File: src/logic/cpu_types_pkg.sv
// ----------------------------------------------------------
// shared types for the APB driven MIPS execution unit
// opcodes, function codes, ALU ops, instruction union,
// control / result structs and the APB register map
// ----------------------------------------------------------
`default_nettype none

package cpu_types_pkg;

   // register map and sizes
   localparam int REG_COUNT  = 32;
   localparam int DMEM_WORDS = 64;
   localparam int REG_AW     = $clog2(REG_COUNT);
   localparam int DMEM_AW    = $clog2(DMEM_WORDS);
   localparam int APB_ADDR_W = 12;

   localparam logic [APB_ADDR_W-1:0] ADDR_CMD    = 12'h000;
   localparam logic [APB_ADDR_W-1:0] ADDR_STATUS = 12'h004;
   localparam logic [APB_ADDR_W-1:0] REG_BASE    = 12'h080;
   localparam logic [APB_ADDR_W-1:0] DMEM_BASE   = 12'h100;
   localparam logic [APB_ADDR_W-1:0] DMEM_LIMIT  = 12'h200; // first address past dmem

   typedef enum logic [5:0] {
      RTYPE = 6'b000000,
      J     = 6'b000010, // no pc here, decoded as nop
      BEQ   = 6'b000100,
      BNE   = 6'b000101,
      ADDIU = 6'b001001,
      SLTI  = 6'b001010,
      SLTIU = 6'b001011,
      ANDI  = 6'b001100,
      ORI   = 6'b001101,
      XORI  = 6'b001110,
      LUI   = 6'b001111,
      LW    = 6'b100011,
      SW    = 6'b101011,
      HALT  = 6'b111111
   } opcode_t;

   typedef enum logic [5:0] {
      SLL  = 6'b000000,
      SRL  = 6'b000010,
      JR   = 6'b001000, // nop as well
      ADD  = 6'b100000,
      ADDU = 6'b100001,
      SUB  = 6'b100010,
      SUBU = 6'b100011,
      AND  = 6'b100100,
      OR   = 6'b100101,
      XOR  = 6'b100110,
      NOR  = 6'b100111,
      SLT  = 6'b101010,
      SLTU = 6'b101011
   } funct_t;

   typedef enum logic [3:0] {
      ALU_ADD, ALU_SUB, ALU_AND, ALU_OR, ALU_XOR,
      ALU_NOR, ALU_SLL, ALU_SRL, ALU_SLT, ALU_SLTU
   } aluop_t;

   typedef enum logic [1:0] {
      SRC_REG, // rt
      SRC_IMM, // extended imm16
      SRC_LUI  // imm16 in upper half
   } alusrc_t;

   typedef struct packed {
      opcode_t    op;
      logic [4:0] rs;
      logic [4:0] rt;
      logic [4:0] rd;
      logic [4:0] shamt;
      funct_t     funct;
   } instr_r_t;

   typedef struct packed {
      opcode_t     op;
      logic [4:0]  rs;
      logic [4:0]  rt;
      logic [15:0] imm16;
   } instr_i_t;

   // one instruction word, two field layouts
   typedef union packed {
      instr_r_t r;
      instr_i_t i;
   } instr_u;

   typedef struct packed {
      logic   valid;
      instr_u instr;
   } issue_t;

   typedef struct packed {
      aluop_t  alu_op;
      alusrc_t alu_src;
      logic    extop;    // 1 = sign extend
      logic    regdst;   // 1 = dest is rt
      logic    regwr;
      logic    memwr;
      logic    memtoreg;
      logic    is_beq;
      logic    is_bne;
      logic    halt;
   } ctrl_t;

   typedef struct packed {
      logic        valid;
      ctrl_t       ctrl;
      logic [31:0] alu_result;
      logic [31:0] store_data;
      logic [4:0]  dest;
      logic        branch_taken;
   } exec_t;

   typedef struct packed {
      logic        en;
      logic [4:0]  addr;
      logic [31:0] data;
   } reg_wr_t;

   // bit 1 branch_taken, bit 0 halted
   typedef struct packed {
      logic branch_taken;
      logic halted;
   } status_t;

endpackage

`default_nettype wire

File: src/logic/register_file.sv
// ----------------------------------------------------------
// 32 x 32 register file, r0 fixed at zero
// two instruction read ports, one host read port
// ----------------------------------------------------------
`timescale 1ns/1ps
`default_nettype none

module register_file (
   input  logic                              clk,
   input  logic                              rst_n,
   input  logic [cpu_types_pkg::REG_AW-1:0]  rs_addr,
   input  logic [cpu_types_pkg::REG_AW-1:0]  rt_addr,
   output logic [31:0]                       rs_data,
   output logic [31:0]                       rt_data,
   input  logic [cpu_types_pkg::REG_AW-1:0]  host_rd_addr,
   output logic [31:0]                       host_rd_data,
   input  cpu_types_pkg::reg_wr_t            wr_inst,
   input  cpu_types_pkg::reg_wr_t            wr_host
);
   import cpu_types_pkg::*;

   logic [31:0] regs [REG_COUNT];
   reg_wr_t     wr;

   // requests never overlap, instruction side first anyway
   assign wr = wr_inst.en ? wr_inst : wr_host;

   always_ff @(posedge clk) begin
      if (!rst_n) begin
         for (int i = 0; i < REG_COUNT; i++) begin
            regs[i] <= '0;
         end
      end else if (wr.en && (wr.addr != '0)) begin
         regs[wr.addr] <= wr.data; // r0 never written, stays zero
      end
   end

   assign rs_data      = regs[rs_addr];
   assign rt_data      = regs[rt_addr];
   assign host_rd_data = regs[host_rd_addr];

endmodule

`default_nettype wire

File: config.mk
export PLATFORM = sky130hd
export DESIGN_NAME = register_file
export DESIGN_NICKNAME = d
export VERILOG_FILES = /design/src/logic/cpu_types_pkg.sv /design/src/logic/register_file.sv
export SDC_FILE = /design/constraint.sdc
export NUM_CORES = 2
export LEC_CHECK = 0
export BUFFER_PORTS_ARGS = -buffer_cell sky130_fd_sc_hd__buf_4
export CORE_MARGIN = 2
export CORE_UTILIZATION = 48
export CTS_CLUSTER_SIZE = 24
export DETAILED_ROUTE_END_ITERATION = 8
export GPL_ROUTABILITY_DRIVEN = 0
export PLACE_DENSITY = 0.64
export SETUP_SLACK_MARGIN = 0.1
export SYNTH_ARGS = -nofsm -noshare
export SYNTH_HDL_FRONTEND = slang
export SYNTH_SLANG_ARGS = --single-unit
File: constraint.sdc
create_clock -name clk -period 3.25 [get_ports clk]
set_input_delay 0.4875 -clock clk [delete_from_list [all_inputs] [get_ports clk]]
set_output_delay 0.4875 -clock clk [all_outputs]
set_load 0.01 [all_outputs]
# After elaboration in Yosys (flattened, before gate mapping)
# Memory sizes are Yosys's and may differ from the RTL's.
# Index checks and enable logic that the tools add are counted.
# classes
n_mux,8
n_reduce_logical,3
# ops
op,count
38-bit two-way mux,1
32-bit two-way mux,1
32-bit OR reduction,1
1-bit two-way mux,5
5-bit two-way mux,1
5-bit nonzero test,1
1-bit logical AND,1
# word_totals
ff_bits,0
ramBits,1024
input_bits,93
output_inout_bits,96
elab_cells,12
memories,1
# memory_table
memory,depth,word_bits,read_ports,rd_clocked_by_memory_dff,write_ports,line,source
regs,32,32,3,0,32,register_file.sv:22,logic [31:0] regs [REG_COUNT];

# Longest topological paths before layout
# logic_depth
word_depth,8
mapped_depth,8

# Worst setup path after synthesis
# OpenSTA, ideal clock, no wires.
# synth_path
kind,input port to flip-flop
start,input port rst_n
end,memory regs[21][0] (enable)
setup_ps,478
t_arrival_ps,2601
path_slack_ps,171
stages,6
path_cell_list,inv_1 > a21oi_1 > buf_2 > nand4b_1 > clkbuf_1 > nand2_1
# synth_lines
item,line,source
from (decl),register_file.sv:10,"input logic rst_n,"
to (decl),register_file.sv:22,

==> metrics.txt <==
number of setup buffers added after CTS 0; met2 usage 0.5551; synthesized flop and latch total 1024; Top Registers regs: 1024 flops; share of cells above drive strength 1 0.1455; core area 129500 µm²; post-synthesis async set-or-reset flop share 0; part of the power in registers 0.445; Clock power frac 0.381; Biggest register regs; Avg Vias per Cell 6.750; EDFF count, synth 1024; RSZ-0062 raised after global routing false; Primary FF master, synth edfxtp_1; Reg area 30750 µm²; Switching Fraction 0.2829; Tmin final 3105 ps; Final Hold Fails 0; cell count after placement 7554; boundary pin count 189; initial DRC count 8038; Arrival @ worst endpoint 2620 ps; ANT nets after route 0; syn avg cell area 10.73 µm²; per-cell routed wire length 32.26 µm; MaxCap Viol Count 0; Resize count post-CTS 0; GR Layer Usage met3 0.07444; Final Cycle Share 0.9554; Post-CTS Hold Buffers 0; Seq/Total Area, Yosys 0.4915; run status finished clean; WP data required 2760 ps; starting density of the core 0.4832; vias in the first global route 50712; final setup fails 0; Comb pwr share 0.174; fin cells 7763; Hold Path Class input port to flop; number of nets in the layout 6020; largest net degree at the start of global routing 59; antenna cells 0; Die X 365.0 µm; ranking of synthesized cells by area edfxtp_1 49%, mux2i_1 25%, nor2_1 5.7%; maximum vdd drop 0.4631 mV; critical path class flop to primary output; Tot Pwr 35.86 mW; Int Power 25.71 mW; Die H 365.0 µm; leakage power 28.87 nW; top cell type's share of synthesized area 0.4915; H-tree levels 3; fmax 322.0 MHz; Area Growth Syn to Fin 15.34%; Mapped Cells 5829; Mapped Area 62570 µm²; max FFs per register 1024; Vias 52397; root buffer cell clkbuf_16; multi-input combinational cell area 29940 µm²; Worst setup SP type flop; YS warnings 0; post-synth cell types 42; Sw Pwr 10.14 mW; CTS tree yes; routed wire length 250400 µm; setup_tns 0 ps; drt pass-1 iters 6; CP Max Fanout 3; GR peak layer met2; Max Slew Vio Count 0; initial antenna violation count 2; met1 Use GR 0.4903; post-layout util 0.5574; Inserted Clock Buffers 113; Total GRT Usage 0.3681; hpwl dp 151300 µm; Buffers on Ports 188; die area 133300 µm²; fill count 10936; Slew HR 0.3699; Rows 132; grt total ovfl 0; Max Buffers Root-to-Sink 3; largest area contributor in the synthesized netlist edfxtp_1; Slew @ Worst Pin 945.2 ps; residual DRC count 0; CP endpoint kind primary output; first-pass GRT wire length 354700 µm; CTS sink cnt 1024; CTS clk-pin slew, worst paths 60 ps; P per Cell Area 496.9 nW/µm²
==> cells by family after synthesis <==
family,Yosys count,synth area share
AOI/OAI and AO/OA,878,0.09617
buffers and inverters,581,0.04241
DFF,1024,0.4915
muxes,1569,0.2510
other,1,0.00005993
and+or+nand+nor,1776,0.1189
==> layout make-up <==
class                           count  share of cell area
Timing Repair Buffer              529             0.07510
Sequential cell                  1024              0.4261
Clock buffer                      136             0.04097
Tap cell                         1742             0.03020
Clock inverter                     73             0.01262
Multi-Input combinational cell   4255              0.4148
Inverter                            4           0.0002080
==> final timing paths <==
kind                      start                          to  slack (ps)  cells past startpoint
max   regs[7][15]$_SDFFCE_PN0P_            host_rd_data[15]         140                      6
min                 wr_host[20]  regs[12][20]$_SDFFCE_PN0P_         350                      4
==> worst max-delay path: stages (launching register included) <==
cell	delay, ps
edfxtp_1	420
mux2i_1	150
a22o_1	210
nor3_1	60
a31oi_1	440
nand3_1	340
buf_4	250
==> synthesized netlist by cell type (all sizes together) (3+ instances only) <==
cell type and instances:
nand3 298, nor2b 8, clkbuf 243, buf 334
inv 4, nor2 1001, edfxtp 1024, a22o 192
or2 3, nand2b 9, nor3 97, nand2 349
a31oi 96, and2 4, mux2i 1569, a21oi 290
a22oi 288
==> metal layers <==
| layer | vias to the layer above | share of wire |
|---|---|---|
| met5 | - | 0.00011 |
| met2 | 3917 | 0.43 |
| li1 | 21808 | - |
| met1 | 25837 | 0.38 |
| met3 | 831 | 0.12 |
| met4 | 4 | 0.068 |
==> placed cells by master, fill, tap and decap left out, drive strengths merged, types with 3 or more instances in the layout <==
master	netlist	routed
clkinvlp	0	7
nor2b	8	8
or2	3	3
conb	1	32
a22oi	288	288
buf	334	529
bufinv	0	20
mux2i	1569	1569
and2	4	4
a31oi	96	96
clkinv	0	42
nor3	97	97
a21oi	290	290
nand3	298	298
clkbuf	243	136
nor2	1001	1001
a22o	192	192
nand2	349	349
inv	4	8
nand2b	9	9
edfxtp	1024	1024
==> power groups by stage <==
stage	clock, mW	sequential (mW)	combinational (mW)
floorplan	0	16.0	3.52
global placement	0	16.1	6.00
detailed placement	0	16.2	6.07
CTS	13.7	15.9	6.08
global route	14.2	16.0	6.47
finish	13.7	15.9	6.25
==> through the flow <==
step / setup WS, ps / instance area [µm²] / hold slack (ps)
floorplan: 171.0 / 62690 / 754.2
global placement: 336.3 / 68300 / 1093
detailed placement: 333.2 / 68300 / 1101
CTS: 185.3 / 72170 / 315.8
global route: 142.8 / 72170 / 369.0
finish: 144.8 / 72170 / 353.8
Power figures use the tool's default switching activity.
