**src/logic/cpu_types_pkg.sv**
```systemverilog
// ----------------------------------------------------------
// shared types for the APB driven MIPS execution unit
// opcodes, function codes, ALU ops, instruction union,
// control / result structs and the APB register map
// ----------------------------------------------------------
`default_nettype none

package cpu_types_pkg;

   // register map and sizes
   localparam int REG_COUNT  = 32;
   localparam int DMEM_WORDS = 64;
   localparam int REG_AW     = $clog2(REG_COUNT);
   localparam int DMEM_AW    = $clog2(DMEM_WORDS);
   localparam int APB_ADDR_W = 12;

   localparam logic [APB_ADDR_W-1:0] ADDR_CMD    = 12'h000;
   localparam logic [APB_ADDR_W-1:0] ADDR_STATUS = 12'h004;
   localparam logic [APB_ADDR_W-1:0] REG_BASE    = 12'h080;
   localparam logic [APB_ADDR_W-1:0] DMEM_BASE   = 12'h100;
   localparam logic [APB_ADDR_W-1:0] DMEM_LIMIT  = 12'h200; // first address past dmem

   typedef enum logic [5:0] {
      RTYPE = 6'b000000,
      J     = 6'b000010, // no pc here, decoded as nop
      BEQ   = 6'b000100,
      BNE   = 6'b000101,
      ADDIU = 6'b001001,
      SLTI  = 6'b001010,
      SLTIU = 6'b001011,
      ANDI  = 6'b001100,
      ORI   = 6'b001101,
      XORI  = 6'b001110,
      LUI   = 6'b001111,
      LW    = 6'b100011,
      SW    = 6'b101011,
      HALT  = 6'b111111
   } opcode_t;

   typedef enum logic [5:0] {
      SLL  = 6'b000000,
      SRL  = 6'b000010,
      JR   = 6'b001000, // nop as well
      ADD  = 6'b100000,
      ADDU = 6'b100001,
      SUB  = 6'b100010,
      SUBU = 6'b100011,
      AND  = 6'b100100,
      OR   = 6'b100101,
      XOR  = 6'b100110,
      NOR  = 6'b100111,
      SLT  = 6'b101010,
      SLTU = 6'b101011
   } funct_t;

   typedef enum logic [3:0] {
      ALU_ADD, ALU_SUB, ALU_AND, ALU_OR, ALU_XOR,
      ALU_NOR, ALU_SLL, ALU_SRL, ALU_SLT, ALU_SLTU
   } aluop_t;

   typedef enum logic [1:0] {
      SRC_REG, // rt
      SRC_IMM, // extended imm16
      SRC_LUI  // imm16 in upper half
   } alusrc_t;

   typedef struct packed {
      opcode_t    op;
      logic [4:0] rs;
      logic [4:0] rt;
      logic [4:0] rd;
      logic [4:0] shamt;
      funct_t     funct;
   } instr_r_t;

   typedef struct packed {
      opcode_t     op;
      logic [4:0]  rs;
      logic [4:0]  rt;
      logic [15:0] imm16;
   } instr_i_t;

   // one instruction word, two field layouts
   typedef union packed {
      instr_r_t r;
      instr_i_t i;
   } instr_u;

   typedef struct packed {
      logic   valid;
      instr_u instr;
   } issue_t;

   typedef struct packed {
      aluop_t  alu_op;
      alusrc_t alu_src;
      logic    extop;    // 1 = sign extend
      logic    regdst;   // 1 = dest is rt
      logic    regwr;
      logic    memwr;
      logic    memtoreg;
      logic    is_beq;
      logic    is_bne;
      logic    halt;
   } ctrl_t;

   typedef struct packed {
      logic        valid;
      ctrl_t       ctrl;
      logic [31:0] alu_result;
      logic [31:0] store_data;
      logic [4:0]  dest;
      logic        branch_taken;
   } exec_t;

   typedef struct packed {
      logic        en;
      logic [4:0]  addr;
      logic [31:0] data;
   } reg_wr_t;

   // bit 1 branch_taken, bit 0 halted
   typedef struct packed {
      logic branch_taken;
      logic halted;
   } status_t;

endpackage

`default_nettype wire

```
**src/logic/result_stage.sv**
```systemverilog
// ----------------------------------------------------------
// data memory, write-back select, status flags
// ----------------------------------------------------------
`timescale 1ns/1ps
`default_nettype none

module result_stage (
   input  logic                               clk,
   input  logic                               rst_n,
   input  cpu_types_pkg::exec_t               ex,
   output cpu_types_pkg::reg_wr_t             inst_wr,
   input  logic [cpu_types_pkg::DMEM_AW-1:0]  dmem_rd_addr,
   output logic [31:0]                        dmem_rd_data,
   output cpu_types_pkg::status_t             status
);
   import cpu_types_pkg::*;

   logic [31:0]        dmem [DMEM_WORDS];
   logic [DMEM_AW-1:0] mem_idx;
   logic               mem_wr;
   logic               is_branch;

   assign mem_idx   = ex.alu_result[DMEM_AW+1:2]; // word address, wraps at 64
   assign mem_wr    = ex.valid & ex.ctrl.memwr;
   assign is_branch = ex.ctrl.is_beq | ex.ctrl.is_bne;

   always_ff @(posedge clk) begin
      if (!rst_n) begin
         for (int i = 0; i < DMEM_WORDS; i++) begin
            dmem[i] <= '0;
         end
      end else if (mem_wr) begin
         dmem[mem_idx] <= ex.store_data;
      end
   end

   // write-back, taken at the end of the issue cycle
   assign inst_wr.en   = ex.valid & ex.ctrl.regwr;
   assign inst_wr.addr = ex.dest;
   assign inst_wr.data = ex.ctrl.memtoreg ? dmem[mem_idx] : ex.alu_result;

   assign dmem_rd_data = dmem[dmem_rd_addr]; // host read port

   always_ff @(posedge clk) begin
      if (!rst_n) begin
         status <= '0;
      end else if (ex.valid) begin
         if (ex.ctrl.halt) begin
            status.halted <= 1'b1; // sticky until reset
         end
         if (is_branch) begin
            status.branch_taken <= ex.branch_taken;
         end
      end
   end

endmodule

`default_nettype wire

```
**config.mk**
```make
export PLATFORM = sky130hd
export DESIGN_NAME = result_stage
export DESIGN_NICKNAME = d
export VERILOG_FILES = /design/src/logic/cpu_types_pkg.sv /design/src/logic/result_stage.sv
export SDC_FILE = /design/constraint.sdc
export NUM_CORES = 2
export LEC_CHECK = 0
export BUFFER_PORTS_ARGS = -buffer_cell sky130_fd_sc_hd__buf_2
export CORE_MARGIN = 5
export CORE_UTILIZATION = 40
export CTS_BUF_LIST = sky130_fd_sc_hd__clkbuf_4 sky130_fd_sc_hd__clkbuf_8
export CTS_CLUSTER_DIAMETER = 100
export DETAILED_ROUTE_END_ITERATION = 8
export PLACE_DENSITY_LB_ADDON = 0.1
export RECOVER_POWER = 25
export SETUP_SLACK_MARGIN = 0.3
export SYNTH_ARGS = -nofsm -noshare
export SYNTH_HDL_FRONTEND = slang
export SYNTH_SLANG_ARGS = --single-unit
```
**constraint.sdc**
```tcl
create_clock -name clk -period 10.6 [get_ports clk]
set_input_delay 1.59 -clock clk [delete_from_list [all_inputs] [get_ports clk]]
set_output_delay 1.59 -clock clk [all_outputs]
set_load 0.1 [all_outputs]
```
### Yosys cells after proc, flatten, opt, wreduce, memory -nomap -nowiden

Memories as Yosys holds them, arrays and structs flattened.
Index checks and enable logic that the tools add are counted.

| storage, ports and cells | value |
|---|---|
| register bits | 2 |
| bits in writable memories | 2048 |
| memories | 1 |

| cells by class | value |
|---|---|
| multiplexer cells | 8 |
| bitwise logic cells | 3 |
| reduce and logical (&&, ||, !) cells | 3 |

Memory list:

| memory | depth | bits a word | rd ports | clocked after memory_dff | wr ports | line | RTL |
|---|---|---|---|---|---|---|---|
| dmem | 64 | 32 | 2 | 0 | 64 | result_stage.sv:18 | `logic [31:0] dmem [DMEM_WORDS];` |

Operators with widths:

| operator | number |
|---|---|
| 32-bit 2-to-1 mux | 2 |
| 32-bit OR reduction | 1 |
| 6-bit 2-to-1 mux | 1 |
| 1-bit 2-to-1 mux | 5 |
| 2-bit AND reduction | 2 |
| 1-bit AND | 2 |
| 1-bit OR | 1 |

### Logic depth before layout (Yosys ltp)

| logic depth | value |
|---|---|
| word-level depth | 6 |
| depth in mapped cells | 11 |
| mapped depth without buffers | 6 |

### Worst setup path after synthesis

Ideal clock, no wire load.

| timing | value |
|---|---|
| kind | input to output |
| start | input port ex[40] (netlist name) |
| end | output port inst_wr[3] (netlist name) |
| arrival time | 4.846 ns |
| path slack | 4.164 ns |
| stages on the path | 8 |
| path buffers | 4 |
| cell sequence | buf_2 -> buf_2 -> buf_2 -> nor3b_1 -> buf_2 -> a221oi_1 -> o221a_2 -> a31oi_1 |

RTL lines:

| element | line | RTL |
|---|---|---|
| start, declared | result_stage.sv:10 | `input cpu_types_pkg::exec_t ex,` |
| end, declared | result_stage.sv:11 | `output cpu_types_pkg::reg_wr_t inst_wr,` |

==> results.sh <==
export IMPL_grt_pass1_wl_um=642000
export IMPL_synth_enable_flop_cells=2048
export IMPL_fin_nets=7584
export IMPL_timing_rr_start="status[1]$_SDFFE_PN0P_"
export IMPL_crit_start="rst_n"
export IMPL_rsz0062_at_grt="false"
export IMPL_post_route_util=0.444
export IMPL_synth_cells=7581
export IMPL_cts_setup_buffers=0
export IMPL_ys_warn_count=0
export IMPL_antenna_found_initial=52
export IMPL_critPathMaxFanout=36
export IMPL_track_usage=0.326
export IMPL_min_period_ns=9.40
export IMPL_drive_above_1_share=0.265
export IMPL_synth_top_area_frac=0.561
export IMPL_ant_nets=0
export IMPL_worstReg2RegEnd="status[1]$_SDFFE_PN0P_"
export IMPL_leakage_nw=40.5
export IMPL_critPathCaptureType="register"
export IMPL_powerDensity_mw_per_mm2=163
export IMPL_synth_top_cells_by_area="edfxtp_1 (56%), mux4_2 (17%), and2_1 (12%)"
export IMPL_viasPerCell=6.52
export IMPL_crit_type="input port to register"
export IMPL_maxCapViolations=49
export IMPL_row_count=192
export IMPL_hpwl_um=279000
export IMPL_ys_flop_type="edfxtp_1"
export IMPL_cp_data_arrival_time_ns=9.94
export IMPL_violations="capacitance limit, slew limit"
export IMPL_fmax_mhz=106
export IMPL_clk_insertion_delay_late_ns=1.00
export IMPL_pin_count=165
export IMPL_grt_max_degree=99
export IMPL_p_sw_mw=5.71
export IMPL_required_ns=11.14
export IMPL_timing_final_crit_share=0.887
export IMPL_syn_area_per_cell_um2=14.5
export IMPL_ys_ff_latch=2050
export IMPL_seqPwrFrac=0.483
export IMPL_synth_nets=7674
export IMPL_area_delta_synth_final_pct=10.8
export IMPL_firstDrtPassIters=6
export IMPL_status="finished with violations"
export IMPL_die_y_um=533
export IMPL_clock_sinks=2050
export IMPL_ys_types=58
export IMPL_async_flop_share=0
export IMPL_cts_made_buffers=371
export IMPL_crit_path_start_kind="input port"
export IMPL_holdBufCountCts=0
export IMPL_core_area_mm2=0.273
export IMPL_hold_violations=0
export IMPL_ctsResizeCount=0
export IMPL_setup_violations=0
export IMPL_irDropWorstVdd_v=0.0000912
export IMPL_worstSetupEndpoint="dmem[10][11]$_SDFFCE_PN0P_"
export IMPL_cts_tree="done"
export IMPL_clk_pin_slew_worst_paths_ns=0.06
export IMPL_overflow=0
export IMPL_power_frac_comb=0.146
export IMPL_yosys_area_top_type="edfxtp_1"
export IMPL_maxSlewHeadroom=-2.01
export IMPL_p_int_mw=14.1
export IMPL_io_buffers=146
export IMPL_die_x_um=533
export IMPL_drt_iter0_drc=10700
export IMPL_via_count=74200
export IMPL_cts_root_buf="clkbuf_8"
export IMPL_grt_pass1_vias=73600
export IMPL_fin_skew_ns=0
export IMPL_cts_buffer_depth=4
export IMPL_wl_per_cell_um=41.9
export IMPL_final_setup_tns_ns=0
export IMPL_synth_area_mm2=0.110
export IMPL_seq_area_frac_synth=0.562
export IMPL_r2r_cells=2
export IMPL_reg2reg_slack_ns=9.98
export IMPL_clkPwrFrac=0.371
export IMPL_die_area_mm2=0.284
export IMPL_slew_violations=1148
export IMPL_netlist_top_cells_count="and2_1 (2,055), edfxtp_1 (2,048), mux4_2 (817)"
export IMPL_final_cell_area_mm2=0.121
export IMPL_htree_levels=5
export IMPL_yosysMostFrequentCell="and2_1"
export IMPL_gp_congestion=0.903
export IMPL_swShare=0.289
export IMPL_tightest_slew_ns=4.52
export IMPL_drc=0
export IMPL_routed_wl_um=476000
export IMPL_initial_utilization=0.401
export IMPL_hold_class="register to register"
export IMPL_dpl_cell_area_mm2=0.115
## worst max-delay path, cell delays in order
cell and delay, ns:
clkbuf_1 3.08, nand3_1 0.64, nor2_1 0.47, nand2_1 0.32, clkbuf_1 0.83, o21ai_4 0.37, clkbuf_1 2.50
## stage by stage
step           setup slack, ns  power [mW]  hold slack [ns]  instances
6_report                  1.20        19.8            0.499      11400
5_1_grt                   1.36        20.3            0.543      11300
4_1_cts                   2.94        19.8            0.501      11300
3_5_place_dp              2.97        12.5            0.484      10700
3_3_place_gp              2.95        12.5            0.471      10700
2_1_floorplan             4.16        11.3            0.963       7581
## flip-flops by register name, indices dropped and copies added (netlist names)
name and flops:
dmem 2048, status 2
## cell usage in the layout, fill, tap and decap left out, types with 31 or more instances in the layout
| cell type | n |
|---|---|
| clkbuf_4 | 107 |
| a22o_1 | 31 |
| nor2_4 | 45 |
| mux4_2 | 817 |
| mux2_2 | 175 |
| o21ai_0 | 103 |
| o221ai_1 | 39 |
| and2_1 | 1671 |
| buf_2 | 136 |
| clkinv_1 | 105 |
| a21oi_1 | 108 |
| clkbuf_1 | 33 |
| buf_4 | 224 |
| o21ai_4 | 56 |
| and2_0 | 381 |
| nor2_1 | 131 |
| a22oi_1 | 131 |
| o22ai_1 | 120 |
| mux2i_1 | 243 |
| edfxtp_1 | 2048 |
| clkbuf_8 | 383 |
| nand2_1 | 121 |
| a221oi_1 | 228 |
## metal layers
layer / vias up / track usage / share of wire
li1: 29100 / - / -
met1: 39300 / 0.427 / 0.38
met2: 4652 / 0.506 / 0.45
met3: 1139 / 0.0943 / 0.11
met4: 18 / 0.149 / 0.053
met5: - / 0 / 0.00024
## power by group through the flow
stage / clock network, mW / logic, mW / registers [mW]
floorplan: 0 / 1.70 / 9.64
global placement: 0 / 2.81 / 9.69
detailed placement: 0 / 2.82 / 9.71
CTS: 7.43 / 2.83 / 9.55
global route: 7.79 / 2.93 / 9.59
finish: 7.35 / 2.89 / 9.55
## worst min path at each step
stage | slack, ns | to | start | cells past startpoint
6_report | 0.50 | status[0]$_SDFFE_PN0P_ | status[0]$_SDFFE_PN0P_ | 2
5_1_grt | 0.54 | status[0]$_SDFFE_PN0P_ | status[0]$_SDFFE_PN0P_ | 2
3_3_place_gp | 0.47 | status[0]$_SDFFE_PN0P_ | status[0]$_SDFFE_PN0P_ | 2
3_5_place_dp | 0.48 | status[0]$_SDFFE_PN0P_ | status[0]$_SDFFE_PN0P_ | 2
2_1_floorplan | 0.96 | status[0]$_SDFFE_PN0P_ | status[0]$_SDFFE_PN0P_ | 2
4_1_cts | 0.50 | status[0]$_SDFFE_PN0P_ | status[0]$_SDFFE_PN0P_ | 2
## cells by family after synthesis
logic type | count (synthesis) | share of synthesized area
mux | 1235 | 0.208
flops | 2050 | 0.562
compound gates | 989 | 0.0650
simple gates | 2415 | 0.131
buf+inv | 892 | 0.0341
## area by class of cell
class / count / area, um^2
clock buffers: 489 / 6060
well taps: 3589 / 4490
repair buffers: 422 / 3030
multi-input cells: 4639 / 45400
clock inverters: 149 / 796
inverters: 7 / 41.3
fillers: 24100 / 152000
flip-flops and latches: 2050 / 61500
diodes: 25 / 62.6
No activity file was read; power rests on OpenSTA's default activity.
