<file path="config.mk">
export PLATFORM = sky130hd
export DESIGN_NAME = apb_host_port
export DESIGN_NICKNAME = d
export VERILOG_FILES = /design/src/logic/cpu_types_pkg.sv /design/src/logic/apb_host_port.sv
export SDC_FILE = /design/constraint.sdc
export NUM_CORES = 1
export LEC_CHECK = 0
export ABC_AREA = 1
export BUFFER_PORTS_ARGS = -buffer_cell sky130_fd_sc_hd__buf_2
export CELL_PAD_IN_SITES_DETAIL_PLACEMENT = 1
export CELL_PAD_IN_SITES_GLOBAL_PLACEMENT = 2
export CORE_MARGIN = 2
export CORE_UTILIZATION = 17
export CTS_BUF_LIST = sky130_fd_sc_hd__clkbuf_8 sky130_fd_sc_hd__clkbuf_16
export CTS_CLUSTER_DIAMETER = 200
export CTS_CLUSTER_SIZE = 24
export DETAILED_ROUTE_END_ITERATION = 8
export PLACE_DENSITY = 0.87
export SKIP_LAST_GASP = 1
export SLEW_MARGIN = 10
export SYNTH_ARGS = -nofsm -noshare
export SYNTH_HDL_FRONTEND = slang
export SYNTH_SLANG_ARGS = --single-unit
</file>
<file path="constraint.sdc">
create_clock -name clk -period 4 [get_ports clk]
set_input_delay 0.2 -clock clk [delete_from_list [all_inputs] [get_ports clk]]
set_output_delay 0.2 -clock clk [all_outputs]
set_load 0.1 [all_outputs]
</file>
<file path="src/logic/cpu_types_pkg.sv">
// ----------------------------------------------------------
// shared types for the APB driven MIPS execution unit
// opcodes, function codes, ALU ops, instruction union,
// control / result structs and the APB register map
// ----------------------------------------------------------
`default_nettype none

package cpu_types_pkg;

   // register map and sizes
   localparam int REG_COUNT  = 32;
   localparam int DMEM_WORDS = 64;
   localparam int REG_AW     = $clog2(REG_COUNT);
   localparam int DMEM_AW    = $clog2(DMEM_WORDS);
   localparam int APB_ADDR_W = 12;

   localparam logic [APB_ADDR_W-1:0] ADDR_CMD    = 12'h000;
   localparam logic [APB_ADDR_W-1:0] ADDR_STATUS = 12'h004;
   localparam logic [APB_ADDR_W-1:0] REG_BASE    = 12'h080;
   localparam logic [APB_ADDR_W-1:0] DMEM_BASE   = 12'h100;
   localparam logic [APB_ADDR_W-1:0] DMEM_LIMIT  = 12'h200; // first address past dmem

   typedef enum logic [5:0] {
      RTYPE = 6'b000000,
      J     = 6'b000010, // no pc here, decoded as nop
      BEQ   = 6'b000100,
      BNE   = 6'b000101,
      ADDIU = 6'b001001,
      SLTI  = 6'b001010,
      SLTIU = 6'b001011,
      ANDI  = 6'b001100,
      ORI   = 6'b001101,
      XORI  = 6'b001110,
      LUI   = 6'b001111,
      LW    = 6'b100011,
      SW    = 6'b101011,
      HALT  = 6'b111111
   } opcode_t;

   typedef enum logic [5:0] {
      SLL  = 6'b000000,
      SRL  = 6'b000010,
      JR   = 6'b001000, // nop as well
      ADD  = 6'b100000,
      ADDU = 6'b100001,
      SUB  = 6'b100010,
      SUBU = 6'b100011,
      AND  = 6'b100100,
      OR   = 6'b100101,
      XOR  = 6'b100110,
      NOR  = 6'b100111,
      SLT  = 6'b101010,
      SLTU = 6'b101011
   } funct_t;

   typedef enum logic [3:0] {
      ALU_ADD, ALU_SUB, ALU_AND, ALU_OR, ALU_XOR,
      ALU_NOR, ALU_SLL, ALU_SRL, ALU_SLT, ALU_SLTU
   } aluop_t;

   typedef enum logic [1:0] {
      SRC_REG, // rt
      SRC_IMM, // extended imm16
      SRC_LUI  // imm16 in upper half
   } alusrc_t;

   typedef struct packed {
      opcode_t    op;
      logic [4:0] rs;
      logic [4:0] rt;
      logic [4:0] rd;
      logic [4:0] shamt;
      funct_t     funct;
   } instr_r_t;

   typedef struct packed {
      opcode_t     op;
      logic [4:0]  rs;
      logic [4:0]  rt;
      logic [15:0] imm16;
   } instr_i_t;

   // one instruction word, two field layouts
   typedef union packed {
      instr_r_t r;
      instr_i_t i;
   } instr_u;

   typedef struct packed {
      logic   valid;
      instr_u instr;
   } issue_t;

   typedef struct packed {
      aluop_t  alu_op;
      alusrc_t alu_src;
      logic    extop;    // 1 = sign extend
      logic    regdst;   // 1 = dest is rt
      logic    regwr;
      logic    memwr;
      logic    memtoreg;
      logic    is_beq;
      logic    is_bne;
      logic    halt;
   } ctrl_t;

   typedef struct packed {
      logic        valid;
      ctrl_t       ctrl;
      logic [31:0] alu_result;
      logic [31:0] store_data;
      logic [4:0]  dest;
      logic        branch_taken;
   } exec_t;

   typedef struct packed {
      logic        en;
      logic [4:0]  addr;
      logic [31:0] data;
   } reg_wr_t;

   // bit 1 branch_taken, bit 0 halted
   typedef struct packed {
      logic branch_taken;
      logic halted;
   } status_t;

endpackage

`default_nettype wire

</file>
<file path="src/logic/apb_host_port.sv">
// ----------------------------------------------------------
// APB slave front end, zero wait states
// address decode, instruction issue, host register writes
// and read data mux
// ----------------------------------------------------------
`timescale 1ns/1ps
`default_nettype none

module apb_host_port (
   input  logic                                  clk,
   input  logic                                  rst_n,
   input  logic [cpu_types_pkg::APB_ADDR_W-1:0]  paddr,
   input  logic                                  psel,
   input  logic                                  penable,
   input  logic                                  pwrite,
   input  logic [31:0]                           pwdata,
   output logic [31:0]                           prdata,
   output logic                                  pready,
   output logic                                  pslverr,
   output cpu_types_pkg::issue_t                 issue,
   output cpu_types_pkg::reg_wr_t                host_wr,
   output logic [cpu_types_pkg::REG_AW-1:0]      reg_rd_addr,
   input  logic [31:0]                           reg_rd_data,
   output logic [cpu_types_pkg::DMEM_AW-1:0]     dmem_rd_addr,
   input  logic [31:0]                           dmem_rd_data,
   input  cpu_types_pkg::status_t                status
);
   import cpu_types_pkg::*;

   logic   access;     // second cycle of a transfer
   logic   aligned;
   logic   is_cmd;
   logic   is_status;
   logic   is_reg;
   logic   is_dmem;
   logic   cmd_ok;     // accepted instruction write
   logic   wr_ok;
   logic   rd_ok;
   logic   issue_valid;
   instr_u issue_instr;

   assign access  = psel & penable;
   assign aligned = (paddr[1:0] == 2'b00);

   // address map decode
   assign is_cmd    = (paddr == ADDR_CMD);
   assign is_status = (paddr == ADDR_STATUS);
   assign is_reg    = aligned && (paddr >= REG_BASE) && (paddr < DMEM_BASE);
   assign is_dmem   = aligned && (paddr >= DMEM_BASE) && (paddr < DMEM_LIMIT);

   // word index inside each window
   assign reg_rd_addr  = paddr[REG_AW+1:2];
   assign dmem_rd_addr = paddr[DMEM_AW+1:2];

   assign cmd_ok = access & pwrite & is_cmd & ~status.halted; // refused once halted
   assign wr_ok  = is_reg | (is_cmd & ~status.halted);
   assign rd_ok  = is_status | is_reg | is_dmem;

   assign pready  = 1'b1; // no wait states
   assign pslverr = access & (pwrite ? ~wr_ok : ~rd_ok);

   // host register write lands on the access edge
   assign host_wr = '{en: access & pwrite & is_reg, addr: reg_rd_addr, data: pwdata};

   // issue pulse, one cycle after the access edge
   always_ff @(posedge clk) begin
      if (!rst_n) begin
         issue_valid <= 1'b0;
      end else begin
         issue_valid <= cmd_ok;
      end
   end

   always_ff @(posedge clk) begin
      if (cmd_ok) begin
         issue_instr <= instr_u'(pwdata); // held until the next command
      end
   end

   assign issue = '{valid: issue_valid, instr: issue_instr};

   // read data mux
   always_comb begin
      prdata = '0;
      if (is_status) begin
         prdata = {30'd0, status};
      end else if (is_reg) begin
         prdata = reg_rd_data;
      end else if (is_dmem) begin
         prdata = dmem_rd_data;
      end
   end

endmodule

`default_nettype wire

</file>
* After elaboration in Yosys (flattened, before gate mapping)
Index checks and enable logic that the tools add are counted.
** Word-level totals
- Bits in registers :: 33
- Input port bits :: 115
- Output and inout port bits :: 116
** Operators by class
- Order comparisons :: 4
- Equal/unequal tests :: 1
- Mux-type cells :: 4
- Bitwise logic cells :: 13
- Reduce and logical (&&, ||, !) cells :: 6
** Operators by type and width (count)
- two-way mux 32 bit :: 3
- == test 12 x 3 -> 1 bit (second input constant) :: 1
- greater-or-equal comparator 12 x 8 -> 1 bit (second input constant) :: 1
- greater-or-equal comparator 12 x 9 -> 1 bit (second input constant) :: 1
- zero test 12 bit :: 1
- < comparator 12 x 10 -> 1 bit (second input constant) :: 1
- < comparator 12 x 9 -> 1 bit (second input constant) :: 1
- bitwise AND 1 bit :: 7
- logical AND 1 bit :: 4
- NOT 1 bit :: 3
- bitwise OR 1 bit :: 3
- zero test 2 bit :: 1
- two-way mux 1 bit :: 1

* Logic depth before layout (Yosys ltp)
- Word-level depth :: 8
- Depth in mapped cells :: 7
- Depth with buffers taken out :: 7

* Worst setup path after synthesis
No wires, ideal clock.
- Kind :: input to register
- Start :: input paddr[0] in the netlist's numbering
- End :: register issue_instr[0] in the netlist's numbering (enable)
- Setup time :: 0.421 ns
- Arrival time :: 2.020 ns
- Required time :: 3.579 ns
- Slack :: 1.559 ns
- Cell stages on the path :: 5
- Buffers on the path :: 0
- Cell sequence :: nor2_2 -> nand2_2 -> nor2_2 -> nand2_1 -> nor2_1
** Between the ends
- Word-level cells in the longest chain between the ends :: 3
** RTL lines
- start: declaration :: line apb_host_port.sv:12 : input logic [cpu_types_pkg::APB_ADDR_W-1:0] paddr,
- zero test 12 bit :: line apb_host_port.sv:46 : assign is_cmd = (paddr == ADDR_CMD);
- bitwise AND 1 bit (2 in series) :: line apb_host_port.sv:55 : assign cmd_ok = access & pwrite & is_cmd & ~status.halted;
- named net cmd_ok :: line apb_host_port.sv:36 : logic cmd_ok;
- end signal: assignment :: line apb_host_port.sv:76 : issue_instr <= instr_u'(pwdata);
- end: declaration :: line apb_host_port.sv:40 : instr_u issue_instr;
The timed path passes the listed nets, and every way through them passes these cells.
A chain may end at the register's enable or synchronous reset.

* Worst setup path in the final report
- Start :: input paddr[9] in the netlist's numbering
- End :: output pslverr
** Between the ends
- Word-level cells in the longest chain between the ends :: 8
** RTL lines
- greater-or-equal comparator 12 x 8 -> 1 bit :: line apb_host_port.sv:48 : assign is_reg = aligned && (paddr >= REG_BASE) && (paddr < DMEM_BASE);
- logical AND 1 bit (2 in series) :: line apb_host_port.sv:48
- bitwise OR 1 bit (2 in series) :: line apb_host_port.sv:57 : assign rd_ok = is_status | is_reg | is_dmem;
- NOT 1 bit :: line apb_host_port.sv:60 : assign pslverr = access & (pwrite ? ~wr_ok : ~rd_ok);
- two-way mux 1 bit * :: line apb_host_port.sv:60
- bitwise AND 1 bit * :: line apb_host_port.sv:60
- end: declaration :: line apb_host_port.sv:19 : output logic pslverr,
Every way passes the cells marked *; elsewhere a longest branch is shown, timed or not.

==> impl_metrics.yaml <==
timing:
  fin_crit_sh_pct: 56.3
  rsz0062_at_grt: "no"
  setup_tns_ns: 0
  slew-limit-headroom_pct: 25.6
  fin_ws_ns: 1.75
  hold_viol: 0
  min_period_ns: 2.25
  fin_hold_ws_ns: 0.116
  drv_slew: 0
  tightestPinTransition_ns: 1.11
  fmax_mhz: 444
  setup_violations: 0
min_path:
  worstHoldPathType: "in -> reg"
placed_design:
  dp_hpwl_um: 5990
  place_congestion: 0.747
  io_buffers: 229
  dp_cells: 552
  pre_cts_ws_ns: 1.73
logic_synthesis:
  ys_seq_elements: 33
  synth.top_cell.area_share_pct: 46.1
  synthTopCellsByArea: "edfxtp_1, buf_4, nand2_1"
  avgSynthCellArea_um2: 8.91
  async_flop_share_pct: 0
  ys_warn_count: 0
  ys_seq_area_share_pct: 47.1
  syn-num-nets: 349
  yosys.area.top_type: "edfxtp_1"
  synth_edf_count: 32
  ys.flop_type: "edfxtp_1"
  syn_area_um2: 2080
  synth_cell_types: 21
  syn_inst: 234
flow_run:
  maxCapViolCount: 0
die:
  die-width_um: 115
  coreArea_um2: 12000
  die_y_um: 115
  rows: 40
  ioPinCount: 231
  die-area_um2: 13200
  start_util_pct: 17.4
grt:
  antenna_found_initial: 0
  overflow: 0
  grt_max_degree: 34
  grt_pass1_vias: 2102
  grt_usage_pct: 9.58
  grt_pass1_wl_um: 9900
finish:
  stdcell_count: 560
  area_delta_synth_final_pct: 48.9
  antenna_cells: 0
  nNetsFinal: 527
  drive_gt1_share_pct: 60.5
power_and_ir_drop:
  peakVddDrop_v: 0.000123
  power_per_cell_area_nw_per_um2: 343
  p_leak_uw: 0.00173
setup_path:
  critPathMaxFanout: 33
  critPathKind: "in -> out"
  max_stage_delay_ns: 0.66
  cp_slowest_cell: "nand2_1"
  worstSetupStartpointType: "input port"
  critPathRequiredTime_ns: 3.80
  worstPathArrival_ns: 2.05
  crit_chain: "buf_2 > nor2_1 > nand2_1 > nand2_2 > a21oi_1 > nor2_1 > buf_2"
  end_kind: "output pin"
detailed_routing:
  routed_via_density: 3.91
  antenna_left: 0
  wl_per_cell_um: 12.3
  drtPass1Iterations: 4
  vias: 2189
  drc: 0
  wl_um: 6900
  initialDrtViolationCount: 104
cts:
  cts_resized: 0
  clockBufferDepth: 2
  cts_buffers: 5
  clkTransAtPathRegs_ns: 0.05
  ctsHoldBuffers: 0
  cts_tree: "done"
  htreeDepth: 2
  cts.sinks: 33
  root_buffer: "clkbuf_16"
  cts_setup_buffers: 0
status:
  outcome: "completed"
==> final timing paths <==
check / slack [ns] / to / cells past startpoint / startpoint
setup / recovery: 1.75 / pslverr / 7 / paddr[9]
hold / removal: 0.12 / issue_instr[21] / 1 / pwdata[21]
==> synthesized netlist by cell type (2+ instances only) <==
master    instances
buf_4            50
inv_1             7
nor2_1           13
inv_2             2
nand2_1          70
nor2_2            3
nand3_2           2
nand3_1          34
buf_6             6
nand2_2           3
edfxtp_1         32
buf_2             3
==> critical path, delay by kind of cell <==
kind / cells / cell delay [ns]
buffers and inverters: 2 / 0.54
AND/OR/NAND/NOR: 4 / 1.21
AO/OA/AOI/OAI: 1 / 0.10
==> report_power, final <==
| part | switching, uW | leakage (uW) | internal (uW) | total [uW] |
|---|---|---|---|---|
| combinational | 278 | 0.00136 | 64.3 | 343 |
| sequential | 0.00174 | 0.000296 | 380 | 380 |
| clock | 118 | 0.0000687 | 224 | 342 |
| total | 397 | 0.00173 | 668 | 1060 |
==> per-stage QoR <==
stage / total power [uW] / cell area [um^2] / util, %
CTS: 1080 / 3100 / 25.8
finish: 1060 / 3100 / 25.8
detailed placement: 731 / 2970 / 24.7
global placement: 728 / 2970 / 24.7
global route: 1110 / 3100 / 25.8
floorplan: 671 / 2080 / -
==> cell families after synthesis <==
group                  count (synthesis)  synth area share [%]
other                                  1                 0.180
AND/OR/NAND/NOR                      130                  28.7
buffers and inverters                 68                  23.6
flip-flops                            33                  47.1
AO/OA/AOI/OAI                          2                 0.480
==> sequential cells by signal (all words and copies together), names as in the netlist <==
signal / flops
issue_valid: 1
issue_instr: 32
==> area by class of cell <==
class | count | area, um^2
repair buffers | 230 | 1150
inverters | 9 | 33.8
fillers | 1520 | 8910
clock buffers | 5 | 125
flip-flops and latches | 33 | 981
multi-input cells | 133 | 614
well taps | 147 | 184
clock inverters | 3 | 12.5
==> layer usage <==
metal	GRT usage (%)	routed length, um	vias to the layer above
li1	-	-	1066
met2	17.6	3320	164
met5	0	5	-
met4	4.74	140	2
met1	10.1	2640	948
met3	2.42	795	9
==> cells in the final DEF (no fill, tap or decap) <==
cell type and instances:
clkinv_2 1, nand3_2 2, nand3b_1 1, nor2_1 12
clkinv_1 2, o21ai_0 1, dfxtp_1 1, nand2_1 70
inv_2 2, nand2_2 3, conb_1 1, nand4_2 1
nor3b_1 1, inv_1 7, nand3_1 34, nor2_4 1
nor2_8 1, buf_2 229, buf_4 1, nor2_2 4
clkbuf_16 5, a21oi_1 1, edfxtp_1 32
No activity file was read; power rests on OpenSTA's default activity.
