===== src/logic/cpu_types_pkg.sv =====
// ----------------------------------------------------------
// shared types for the APB driven MIPS execution unit
// opcodes, function codes, ALU ops, instruction union,
// control / result structs and the APB register map
// ----------------------------------------------------------
`default_nettype none

package cpu_types_pkg;

   // register map and sizes
   localparam int REG_COUNT  = 32;
   localparam int DMEM_WORDS = 64;
   localparam int REG_AW     = $clog2(REG_COUNT);
   localparam int DMEM_AW    = $clog2(DMEM_WORDS);
   localparam int APB_ADDR_W = 12;

   localparam logic [APB_ADDR_W-1:0] ADDR_CMD    = 12'h000;
   localparam logic [APB_ADDR_W-1:0] ADDR_STATUS = 12'h004;
   localparam logic [APB_ADDR_W-1:0] REG_BASE    = 12'h080;
   localparam logic [APB_ADDR_W-1:0] DMEM_BASE   = 12'h100;
   localparam logic [APB_ADDR_W-1:0] DMEM_LIMIT  = 12'h200; // first address past dmem

   typedef enum logic [5:0] {
      RTYPE = 6'b000000,
      J     = 6'b000010, // no pc here, decoded as nop
      BEQ   = 6'b000100,
      BNE   = 6'b000101,
      ADDIU = 6'b001001,
      SLTI  = 6'b001010,
      SLTIU = 6'b001011,
      ANDI  = 6'b001100,
      ORI   = 6'b001101,
      XORI  = 6'b001110,
      LUI   = 6'b001111,
      LW    = 6'b100011,
      SW    = 6'b101011,
      HALT  = 6'b111111
   } opcode_t;

   typedef enum logic [5:0] {
      SLL  = 6'b000000,
      SRL  = 6'b000010,
      JR   = 6'b001000, // nop as well
      ADD  = 6'b100000,
      ADDU = 6'b100001,
      SUB  = 6'b100010,
      SUBU = 6'b100011,
      AND  = 6'b100100,
      OR   = 6'b100101,
      XOR  = 6'b100110,
      NOR  = 6'b100111,
      SLT  = 6'b101010,
      SLTU = 6'b101011
   } funct_t;

   typedef enum logic [3:0] {
      ALU_ADD, ALU_SUB, ALU_AND, ALU_OR, ALU_XOR,
      ALU_NOR, ALU_SLL, ALU_SRL, ALU_SLT, ALU_SLTU
   } aluop_t;

   typedef enum logic [1:0] {
      SRC_REG, // rt
      SRC_IMM, // extended imm16
      SRC_LUI  // imm16 in upper half
   } alusrc_t;

   typedef struct packed {
      opcode_t    op;
      logic [4:0] rs;
      logic [4:0] rt;
      logic [4:0] rd;
      logic [4:0] shamt;
      funct_t     funct;
   } instr_r_t;

   typedef struct packed {
      opcode_t     op;
      logic [4:0]  rs;
      logic [4:0]  rt;
      logic [15:0] imm16;
   } instr_i_t;

   // one instruction word, two field layouts
   typedef union packed {
      instr_r_t r;
      instr_i_t i;
   } instr_u;

   typedef struct packed {
      logic   valid;
      instr_u instr;
   } issue_t;

   typedef struct packed {
      aluop_t  alu_op;
      alusrc_t alu_src;
      logic    extop;    // 1 = sign extend
      logic    regdst;   // 1 = dest is rt
      logic    regwr;
      logic    memwr;
      logic    memtoreg;
      logic    is_beq;
      logic    is_bne;
      logic    halt;
   } ctrl_t;

   typedef struct packed {
      logic        valid;
      ctrl_t       ctrl;
      logic [31:0] alu_result;
      logic [31:0] store_data;
      logic [4:0]  dest;
      logic        branch_taken;
   } exec_t;

   typedef struct packed {
      logic        en;
      logic [4:0]  addr;
      logic [31:0] data;
   } reg_wr_t;

   // bit 1 branch_taken, bit 0 halted
   typedef struct packed {
      logic branch_taken;
      logic halted;
   } status_t;

endpackage

`default_nettype wire


===== src/logic/control_unit.sv =====
// ----------------------------------------------------------
// instruction decode into the control struct
// ----------------------------------------------------------
`timescale 1ns/1ps
`default_nettype none

module control_unit (
   input  cpu_types_pkg::instr_u instr,
   output cpu_types_pkg::ctrl_t  ctrl
);
   import cpu_types_pkg::*;

   opcode_t op;
   funct_t  funct;

   assign op    = instr.r.op;    // same bits in both views
   assign funct = instr.r.funct;

   always_comb begin
      // default is a nop, no side effects
      ctrl          = '0;
      ctrl.alu_op   = ALU_ADD;
      ctrl.alu_src  = SRC_REG;
      ctrl.extop    = 1'b1;
      ctrl.regdst   = 1'b1;

      case (op)
         RTYPE: begin
            ctrl.regdst = 1'b0; // write rd
            ctrl.regwr  = 1'b1;
            case (funct)
               ADD, ADDU: ctrl.alu_op = ALU_ADD;
               SUB, SUBU: ctrl.alu_op = ALU_SUB;
               AND:       ctrl.alu_op = ALU_AND;
               OR:        ctrl.alu_op = ALU_OR;
               XOR:       ctrl.alu_op = ALU_XOR;
               NOR:       ctrl.alu_op = ALU_NOR;
               SLL:       ctrl.alu_op = ALU_SLL;
               SRL:       ctrl.alu_op = ALU_SRL;
               SLT:       ctrl.alu_op = ALU_SLT;
               SLTU:      ctrl.alu_op = ALU_SLTU;
               default:   ctrl.regwr  = 1'b0; // JR and unknown
            endcase
         end
         ADDIU, SLTI, SLTIU: begin
            ctrl.alu_src = SRC_IMM;         // sign extended
            ctrl.regwr   = 1'b1;
            if (op == SLTI) begin
               ctrl.alu_op = ALU_SLT;
            end else if (op == SLTIU) begin
               ctrl.alu_op = ALU_SLTU;      // sign extend, unsigned compare
            end
         end
         ANDI, ORI, XORI: begin
            ctrl.alu_src = SRC_IMM;
            ctrl.extop   = 1'b0;            // logic ops zero extend
            ctrl.regwr   = 1'b1;
            ctrl.alu_op  = (op == ANDI) ? ALU_AND :
                           (op == ORI)  ? ALU_OR  : ALU_XOR;
         end
         LUI: begin
            ctrl.alu_src = SRC_LUI;
            ctrl.extop   = 1'b0;
            ctrl.alu_op  = ALU_OR;          // 0 | {imm16, 16'h0}
            ctrl.regwr   = 1'b1;
         end
         LW: begin
            ctrl.alu_src  = SRC_IMM;        // base + offset
            ctrl.regwr    = 1'b1;
            ctrl.memtoreg = 1'b1;
         end
         SW: begin
            ctrl.alu_src = SRC_IMM;
            ctrl.memwr   = 1'b1;
         end
         BEQ: begin
            ctrl.alu_op = ALU_SUB;          // zero on equal
            ctrl.is_beq = 1'b1;
         end
         BNE: begin
            ctrl.alu_op = ALU_SUB;
            ctrl.is_bne = 1'b1;
         end
         HALT:    ctrl.halt = 1'b1;
         default: ;                         // J and unknown opcodes
      endcase
   end

endmodule

`default_nettype wire


===== config.mk =====
export PLATFORM = sky130hd
export DESIGN_NAME = control_unit
export DESIGN_NICKNAME = d
export VERILOG_FILES = /design/src/logic/cpu_types_pkg.sv /design/src/logic/control_unit.sv
export SDC_FILE = /design/constraint.sdc
export NUM_CORES = 1
export LEC_CHECK = 0
export ABC_AREA = 0
export BUFFER_PORTS_ARGS = -buffer_cell sky130_fd_sc_hd__buf_2
export CORE_AREA = 2 2 39 41
export DETAILED_ROUTE_END_ITERATION = 8
export DIE_AREA = 0 0 41 43
export GPL_ROUTABILITY_DRIVEN = 0
export GPL_TIMING_DRIVEN = 0
export PLACE_DENSITY = 0.76
export RECOVER_POWER = 100
export SLEW_MARGIN = 20
export SYNTH_ARGS = -nofsm -noshare
export SYNTH_HDL_FRONTEND = slang
export SYNTH_SLANG_ARGS = --single-unit

===== constraint.sdc =====
create_clock -name vclk -period 1.06
set_input_delay 0.053 -clock vclk [all_inputs]
set_output_delay 0.053 -clock vclk [all_outputs]
set_load 0.01 [all_outputs]

# Word-level counts from Yosys, hierarchy flattened
# Cells that the tools add are included.
# totals
output_inout_bits	14
reg_bits	0
word_cells	49
# classes
muxes	16
eq_ne	23
reduce_logical	10
# op_table
operator	count
== test 6 bit (second input constant)	13
== test 6 x 4 -> 1 bit (second input constant)	7
one-hot mux 4 bit (9 select lines)	1
one-hot mux 4 bit (5 select lines)	1
OR reduction 8 bit	2
== test 6 x 3 -> 1 bit (second input constant)	2
zero test 6 bit	2
OR reduction 12 bit	1
two-way mux 1 bit	8
two-way mux 4 bit	2
== test 6 x 2 -> 1 bit (second input constant)	1
two-way mux 3 bit	2
OR reduction 3 bit	2
one-hot mux 2 bit (2 select lines)	1
OR reduction 2 bit	2
OR reduction 4 bit	1
one-hot mux 1 bit (2 select lines)	1

# Depth between registers and ports, before layout
# Gate-level depths: netlist of the first run.
# depth
word_depth	4
depth_mapped	5
mapped_depth_nobuf	4

# Worst setup path before layout of the first run
# OpenSTA, ideal clock, no wires.
# synth_path
kind	in2out
start	input port instr[31] in the netlist's numbering
end	output port ctrl[11] in the netlist's numbering
arrival_time_ns	0.990
cell_stages	5
path_slack_ns	0.017
path_cell_list	buf_6 -> nor3_4 -> nand2_2 -> or2_4 -> o32ai_2
# synth_rtl
item	line_no	source
start, declared	control_unit.sv:8	input cpu_types_pkg::instr_u instr,
end, declared	control_unit.sv:9	output cpu_types_pkg::ctrl_t ctrl

==> metrics, run 1 <==
Worst EP arrival=1.08 ns; Nets=120; WL per Instance=11.8 um; LEAKAGE=0.281 nW; synthesis-to-finish area growth=70.4%; power density cells=325 nW/um2; area leader, netlist=nor4_1; DR vias/cell=5.25; Hold Path Class=in -> out; via count=535; Post-Layout Cell Count=102; Synth top cells by count=nor2_1, a21oi_1, nor4_1; global route total overflow=0; vias in the first global route=375; Worst Max-Slew Pin Slew=0.237 ns; top-count cell post-synth=nor2_1; largest net degree at the start of global routing=11; Worst Path Max Fanout=6; Setup TNS=-0.195 ns; status=complete, but fails checks; DP HPWL=832 um; Setup WS pre-CTS=-0.0890 ns; Top Ports=46; # clk buffers=0; worst endpoint required time=1.01 ns; # diodes=0; Net Count, Synth=90; post-layout util=0.453; Mean Syn Cell Area=6.34 um2; max-slew violation count=0; die area=1760 um2; Die Height=43 um; Synth Warn #=0; Initial Utilization=0.266; Port Buf Inserts=23; placed cells=97; drt first pass iters=4; final setup fails=3; Slew HR=0.840; chip width=41 um; fmax=884 MHz; first-pass GRT wire length=1.62 mm; Unique masters post-synth=29; starting DRC count in detailed routing=10; top cell type's share of synthesized area=0.0850; Max-Cap Viols=0; core area=1380 um2; Final Instance Area=627 um2; Setup CP Type=in -> out; failing checks=setup timing; CP endpoint kind=output port; FP Rows=14; Post-DRT Antenna Nets=0; Min Hold Slack=0.368 ns; post-layout min period=1.13 ns; # DRC=0; total power=0.204 mW; initial antenna violation count=0; maximum vdd ir drop=0.108 mV; period utilization=1.07; Area after DPL=503 um2; Synth area leaders=nor4_1, a21oi_1, buf_6; Overall Global Routing Usage=0.121; FF/Latch Area=0 um2; share of cells above drive strength 1=0.570; Setup WS post-layout=-0.0708 ns; Mapped Cells=58; post-synth design cell area=368 um2; post-cts hold buffer count=0; final hold violations=0; seq_cells=0; RSZ-0062 raised after global routing=true; sequential area share after synthesis=0; Routed WL=1.20 mm; startpoint types=primary input
-- worst max-delay path: stages --
cell and delay (ns):
buf_12 0.11, nor3_4 0.20, nand2_2 0.06, or2_4 0.26
o32ai_2 0.23, buf_2 0.16
-- worst paths after layout --
kind | from | end | slack, ns | cells after the start
max | instr[31] | ctrl[11] | -0.07 | 6
min | instr[31] | ctrl[13] | 0.37 | 3
-- kinds of logic after synthesis --
| logic type | share of synthesized area |
|---|---|
| AOI/OAI and AO/OA | 0.330 |
| buffers and inverters | 0.180 |
| muxes | 0.0272 |
| and+or+nand+nor | 0.463 |
-- layout make-up --
| class | instances | area (um2) |
|---|---|---|
| multi-input combinational | 47 | 353 |
| timing repair buffer | 28 | 165 |
| tap | 16 | 20.0 |
| fill | 139 | 757 |
| buffer | 7 | 73.8 |
| inverter | 4 | 15.0 |
-- repair_timing --
item	4_1_cts	5_1_grt
setup buffers	0	5
pin swaps	2	4
gates resized for setup	4	19
endpoints found under the setup margin	3	5
-- metal layers --
metal	global-route usage	routed length [um]	up-vias
met4	0	0	0
met1	0.184	533	245
met2	0.197	599	15
li1	-	-	275
met5	0	0	-
met3	0	70	0
-- cells in the final DEF (no fill, tap or decap), types with 2 or more instances in the layout --
cell type	synthesis	routed
nor3_4	1	2
o32ai_2	1	2
a31oi_1	2	2
nor3_1	3	2
nand3_1	4	3
nor4_1	5	4
buf_4	2	7
o21ai_0	2	2
nor2_1	6	5
a21oi_1	5	4
buf_6	2	5
inv_1	4	3
nand2_1	3	3
buf_2	2	21
-- power breakdown --
group | internal [mW] | total (mW) | switching, mW
Clock | 0 | 0 | 0
Sequential | 0 | 0 | 0
Combinational | 0.0928 | 0.204 | 0.111
Total | 0.0928 | 0.204 | 0.111
No activity file was read; power rests on OpenSTA's default activity.
==> run 2: changes to the inputs <==
- GPL_ROUTABILITY_DRIVEN: 0 -> unset
- REMOVE_ABC_BUFFERS: unset -> 1
==> metrics, run 2 (same netlist as run 1, synthesis figures left out) <==
Die Height=43 um (unchanged); maximum vdd ir drop=0.191 mV (was 0.108 mV); initial antenna violation count=0 (unchanged); failing checks=setup timing (unchanged); commonest non-fill, non-tap cell in the layout=buf_2 (unchanged); total power=0.203 mW (was 0.204 mW); period utilization=1.08 (was 1.07); seq_cells=0 (unchanged); final hold violations=0 (unchanged); global route total overflow=0 (unchanged); Setup WS post-layout=-0.0871 ns (was -0.0708 ns); drt first pass iters=4 (unchanged); Slew HR=0.798 (was 0.840); origin of the worst setup path=instr[31] (unchanged); CP endpoint kind=output port (unchanged); synthesis-to-finish area growth=74.1% (was 70.4%); min-delay src=instr[31] (unchanged); final setup fails=4 (was 3); via count=558 (was 535); Setup CP Type=in -> out (unchanged); Max-Cap Viols=0 (unchanged); M1 GR Usage=0.196 (was 0.184); RSZ-0062 raised after global routing=true (unchanged); first-pass GRT wire length=1.68 mm (was 1.62 mm); # DRC=0 (unchanged); post-cts hold buffer count=0 (unchanged); largest net degree at the start of global routing=14 (was 11); chip width=41 um (unchanged); Worst Path Max Fanout=4 (was 6); Hold Path Class=in -> out (unchanged); LEAKAGE=0.268 nW (was 0.281 nW); met3 Use GR=0 (unchanged); Port Buf Inserts=26 (was 23); Initial Utilization=0.266 (unchanged); DP HPWL=798 um (was 832 um); FP Rows=14 (unchanged); Routed WL=1.22 mm (was 1.20 mm); FF/Latch Area=0 um2 (unchanged); share of cells above drive strength 1=0.471 (was 0.570); worst endpoint required time=1.01 ns (about the same); met2 Usage GRT=0.203 (was 0.197); fmax=872 MHz (was 884 MHz); most frequent cells in the layout=buf_2, buf_4, nor2_1 (was buf_2, buf_4, buf_6, nor2_1); Top Ports=46 (unchanged); power density cells=318 nW/um2 (was 325 nW/um2); gr busiest metal=met2 (unchanged); starting DRC count in detailed routing=10 (unchanged); post-layout min period=1.15 ns (was 1.13 ns); status=complete, but fails checks (unchanged); DR vias/cell=5.52 (was 5.25); vias in the first global route=398 (was 375); Overall Global Routing Usage=0.127 (was 0.121); Worst EP arrival=1.09 ns (was 1.08 ns); Nets=119 (was 120); startpoint types=primary input (unchanged); FILL cells=146 (was 139); max-slew violation count=0 (unchanged); core area=1380 um2 (unchanged); WL per Instance=12.1 um (was 11.8 um); Worst Max-Slew Pin Slew=0.302 ns (was 0.237 ns); die area=1760 um2 (unchanged); Post-DRT Antenna Nets=0 (unchanged); gpl congestion=0.753; # diodes=0 (unchanged); Setup TNS=-0.200 ns (was -0.195 ns); # clk buffers=0 (unchanged)
run 2: per-stage QoR:
step                instances  worst slack (ns)  hold WS (ns)  utilization  area, um2
floorplan                  51             0.121         0.156            -        317
global placement           93            -0.158         0.456        0.337        467
detailed placement         93            -0.188         0.466        0.337        467
CTS                        98            -0.122         0.378        0.409        566
global route              101            -0.142         0.369        0.463        641
finish                    101           -0.0871         0.361        0.463        641
run 2: layout make-up:
type | count | area (um2) | area share
Multi-Input combinational cell | 47 | 349 | 0.545
Timing Repair Buffer | 34 | 256 | 0.400
Tap cell | 16 | 20.0 | 0.0313
Inverter | 4 | 15.0 | 0.0234
run 2: path summary, 6_finish.rpt:
check,to,slack [ns],cells past startpoint
max,ctrl[11],-0.09,6
min,ctrl[13],0.36,3
run 2: timing repair:
item / CTS / global route
pin swaps: 5 / 5
setup buffers: 5 / 3
cloned: 0 / 0
resized for setup: 17 / 10
endpoints found under the setup margin: 4 / 6
run 2: power breakdown:
part	internal, mW	total, mW	switching (mW)
Combinational	0.0966	0.203	0.107
Sequential	0	0	0
Clock	0	0	0
Total	0.0966	0.203	0.107
run 2: layer usage:
layer,part of all wire,up-vias
li1,-,276
met1,0.43,255
met2,0.49,27
met3,0.074,0
met4,0,0
met5,0,-
run 2: critical path, stage by stage:
cell	delay (ns)
buf_12	0.11
nor3_4	0.20
nand2_2	0.07
or2_4	0.26
o32ai_4	0.24
buf_2	0.16
==> run 3: changes to the inputs <==
- CELL_PAD_IN_SITES_DETAIL_PLACEMENT: unset -> 0
- CELL_PAD_IN_SITES_GLOBAL_PLACEMENT: unset -> 1
- CORE_AREA: 2 2 39 41 -> unset
- CORE_UTILIZATION: unset -> 20
- DIE_AREA: 0 0 41 43 -> unset
- PLACE_DENSITY: 0.76 -> 0.9
==> metrics, run 3 (same netlist as run 1, synthesis figures left out) <==
Worst path slowest cell=or2_4 (unchanged); period utilization=1.10 (was 1.08); # clk buffers=0 (unchanged); die area=2010 um2 (was 1760 um2); Setup WS pre-CTS=-0.178 ns (was -0.188 ns); initial antenna violation count=0 (unchanged); Worst Path Max Fanout=7 (was 4); Post-DRT Antenna Nets=0 (unchanged); Die Height=44.9 um (was 43 um); vias in the first global route=420 (was 398); Worst EP arrival=1.11 ns (was 1.09 ns); FF/Latch Area=0 um2 (unchanged); maximum vdd ir drop=0.0821 mV (was 0.191 mV); Hold Path Class=in -> out (unchanged); Setup CP Type=in -> out (unchanged); seq_cells=0 (unchanged); commonest non-fill, non-tap cell in the layout=buf_2 (unchanged); Buf/Inv on CP=2 (unchanged); startpoint types=primary input (unchanged); WL per Instance=12.3 um (was 12.1 um); share of cells above drive strength 1=0.610 (was 0.471); Nets=116 (was 119); gpl congestion=0.686 (was 0.753); status=complete, but fails checks (unchanged); Routed WL=1.31 mm (was 1.22 mm); core area=1730 um2 (was 1380 um2); Setup WS post-layout=-0.108 ns (was -0.0871 ns); failing checks=setup timing (unchanged); post-cts hold buffer count=0 (unchanged); Overall Global Routing Usage=0.116 (was 0.127); most frequent cells in the layout=buf_2, buf_4, nor2_1, a21oi_1 (was buf_2, buf_4, nor2_1); drt first pass iters=4 (unchanged); fmax=856 MHz (was 872 MHz); sequence of cells on the critical path=buf_12, nor3_4, nand2_2, or2_4, o32ai_2, buf_2 (was buf_12, nor3_4, nand2_2, or2_4, o32ai_4, buf_2); # diodes=0 (unchanged); Worst Max-Slew Pin Slew=0.237 ns (was 0.302 ns); final setup fails=2 (was 4); post-layout min period=1.17 ns (was 1.15 ns); slowest stage delay, CP=0.26 ns (about the same); worst endpoint required time=1.01 ns (about the same); CP endpoint kind=output port (unchanged); FP Rows=15 (was 14); # DRC=0 (unchanged); Initial Utilization=0.213 (was 0.266); LEAKAGE=0.283 nW (was 0.268 nW); RSZ-0062 raised after global routing=true (unchanged); first-pass GRT wire length=1.84 mm (was 1.68 mm); Top Ports=46 (unchanged); power density cells=329 nW/um2 (was 318 nW/um2); chip width=44.9 um (was 41 um); synthesis-to-finish area growth=82.3% (was 74.1%); final hold violations=0 (unchanged); Max-Cap Viols=0 (unchanged); global route total overflow=0 (unchanged); max-slew violation count=0 (unchanged); Final Instance Area=671 um2 (was 641 um2); Port Buf Inserts=26 (unchanged); DP HPWL=825 um (was 798 um); Slew HR=0.841 (was 0.798); Top delay family on crit path=simple AND/OR/NAND/NOR gates (unchanged); via count=539 (was 558); DR vias/cell=5.04 (was 5.52); starting DRC count in detailed routing=6 (was 10); Setup TNS=-0.126 ns (was -0.200 ns); largest net degree at the start of global routing=14 (unchanged); Area after DPL=478 um2 (was 467 um2)
## run 3: power by group
part	switching (mW)	internal, mW	leakage, nW
sequential	0	0	0
clock	0	0	0
combinational	0.118	0.103	0.283
total	0.118	0.103	0.283
## run 3: worst min-delay path, cell delays in order
cell and delay, ns:
buf_12 0.09, nor4_1 0.04, buf_2 0.13
## run 3: final cells by class
type | instances | area, um2
inverter | 4 | 18.8
multi-input combinational | 47 | 382
tap | 25 | 31.3
fill | 192 | 1060
timing repair buffer | 31 | 239
## run 3: final timing paths
check                 depth (start not counted)       end      start  slack [ns]
worst max-delay path                          6  ctrl[11]  instr[31]       -0.11
worst min-delay path                          3  ctrl[13]  instr[31]        0.37
## run 3: repair_timing
| item | in CTS | in global routing |
|---|---|---|
| gates resized for setup | 18 | 22 |
| cloned | 0 | 0 |
| setup endpoints to repair | 4 | 7 |
| pin swaps | 5 | 12 |
| buffers inserted | 5 | 2 |
## run 3: routing by layer
layer | vias up | wire, um | global-route usage
li1 | 271 | - | -
met5 | - | 0 | 0
met3 | 0 | 37 | 0
met2 | 12 | 692 | 0.203
met4 | 0 | 0 | 0
met1 | 256 | 582 | 0.170
## run 3: per-stage QoR
stage | cells | hold WS [ns] | util | total power [mW]
2_1_floorplan | 51 | 0.156 | - | 0.0632
5_1_grt | 107 | 0.381 | 0.388 | 0.237
3_5_place_dp | 102 | 0.462 | 0.277 | 0.145
3_3_place_gp | 102 | 0.464 | 0.277 | 0.142
4_1_cts | 107 | 0.389 | 0.337 | 0.181
6_report | 107 | 0.369 | 0.388 | 0.221
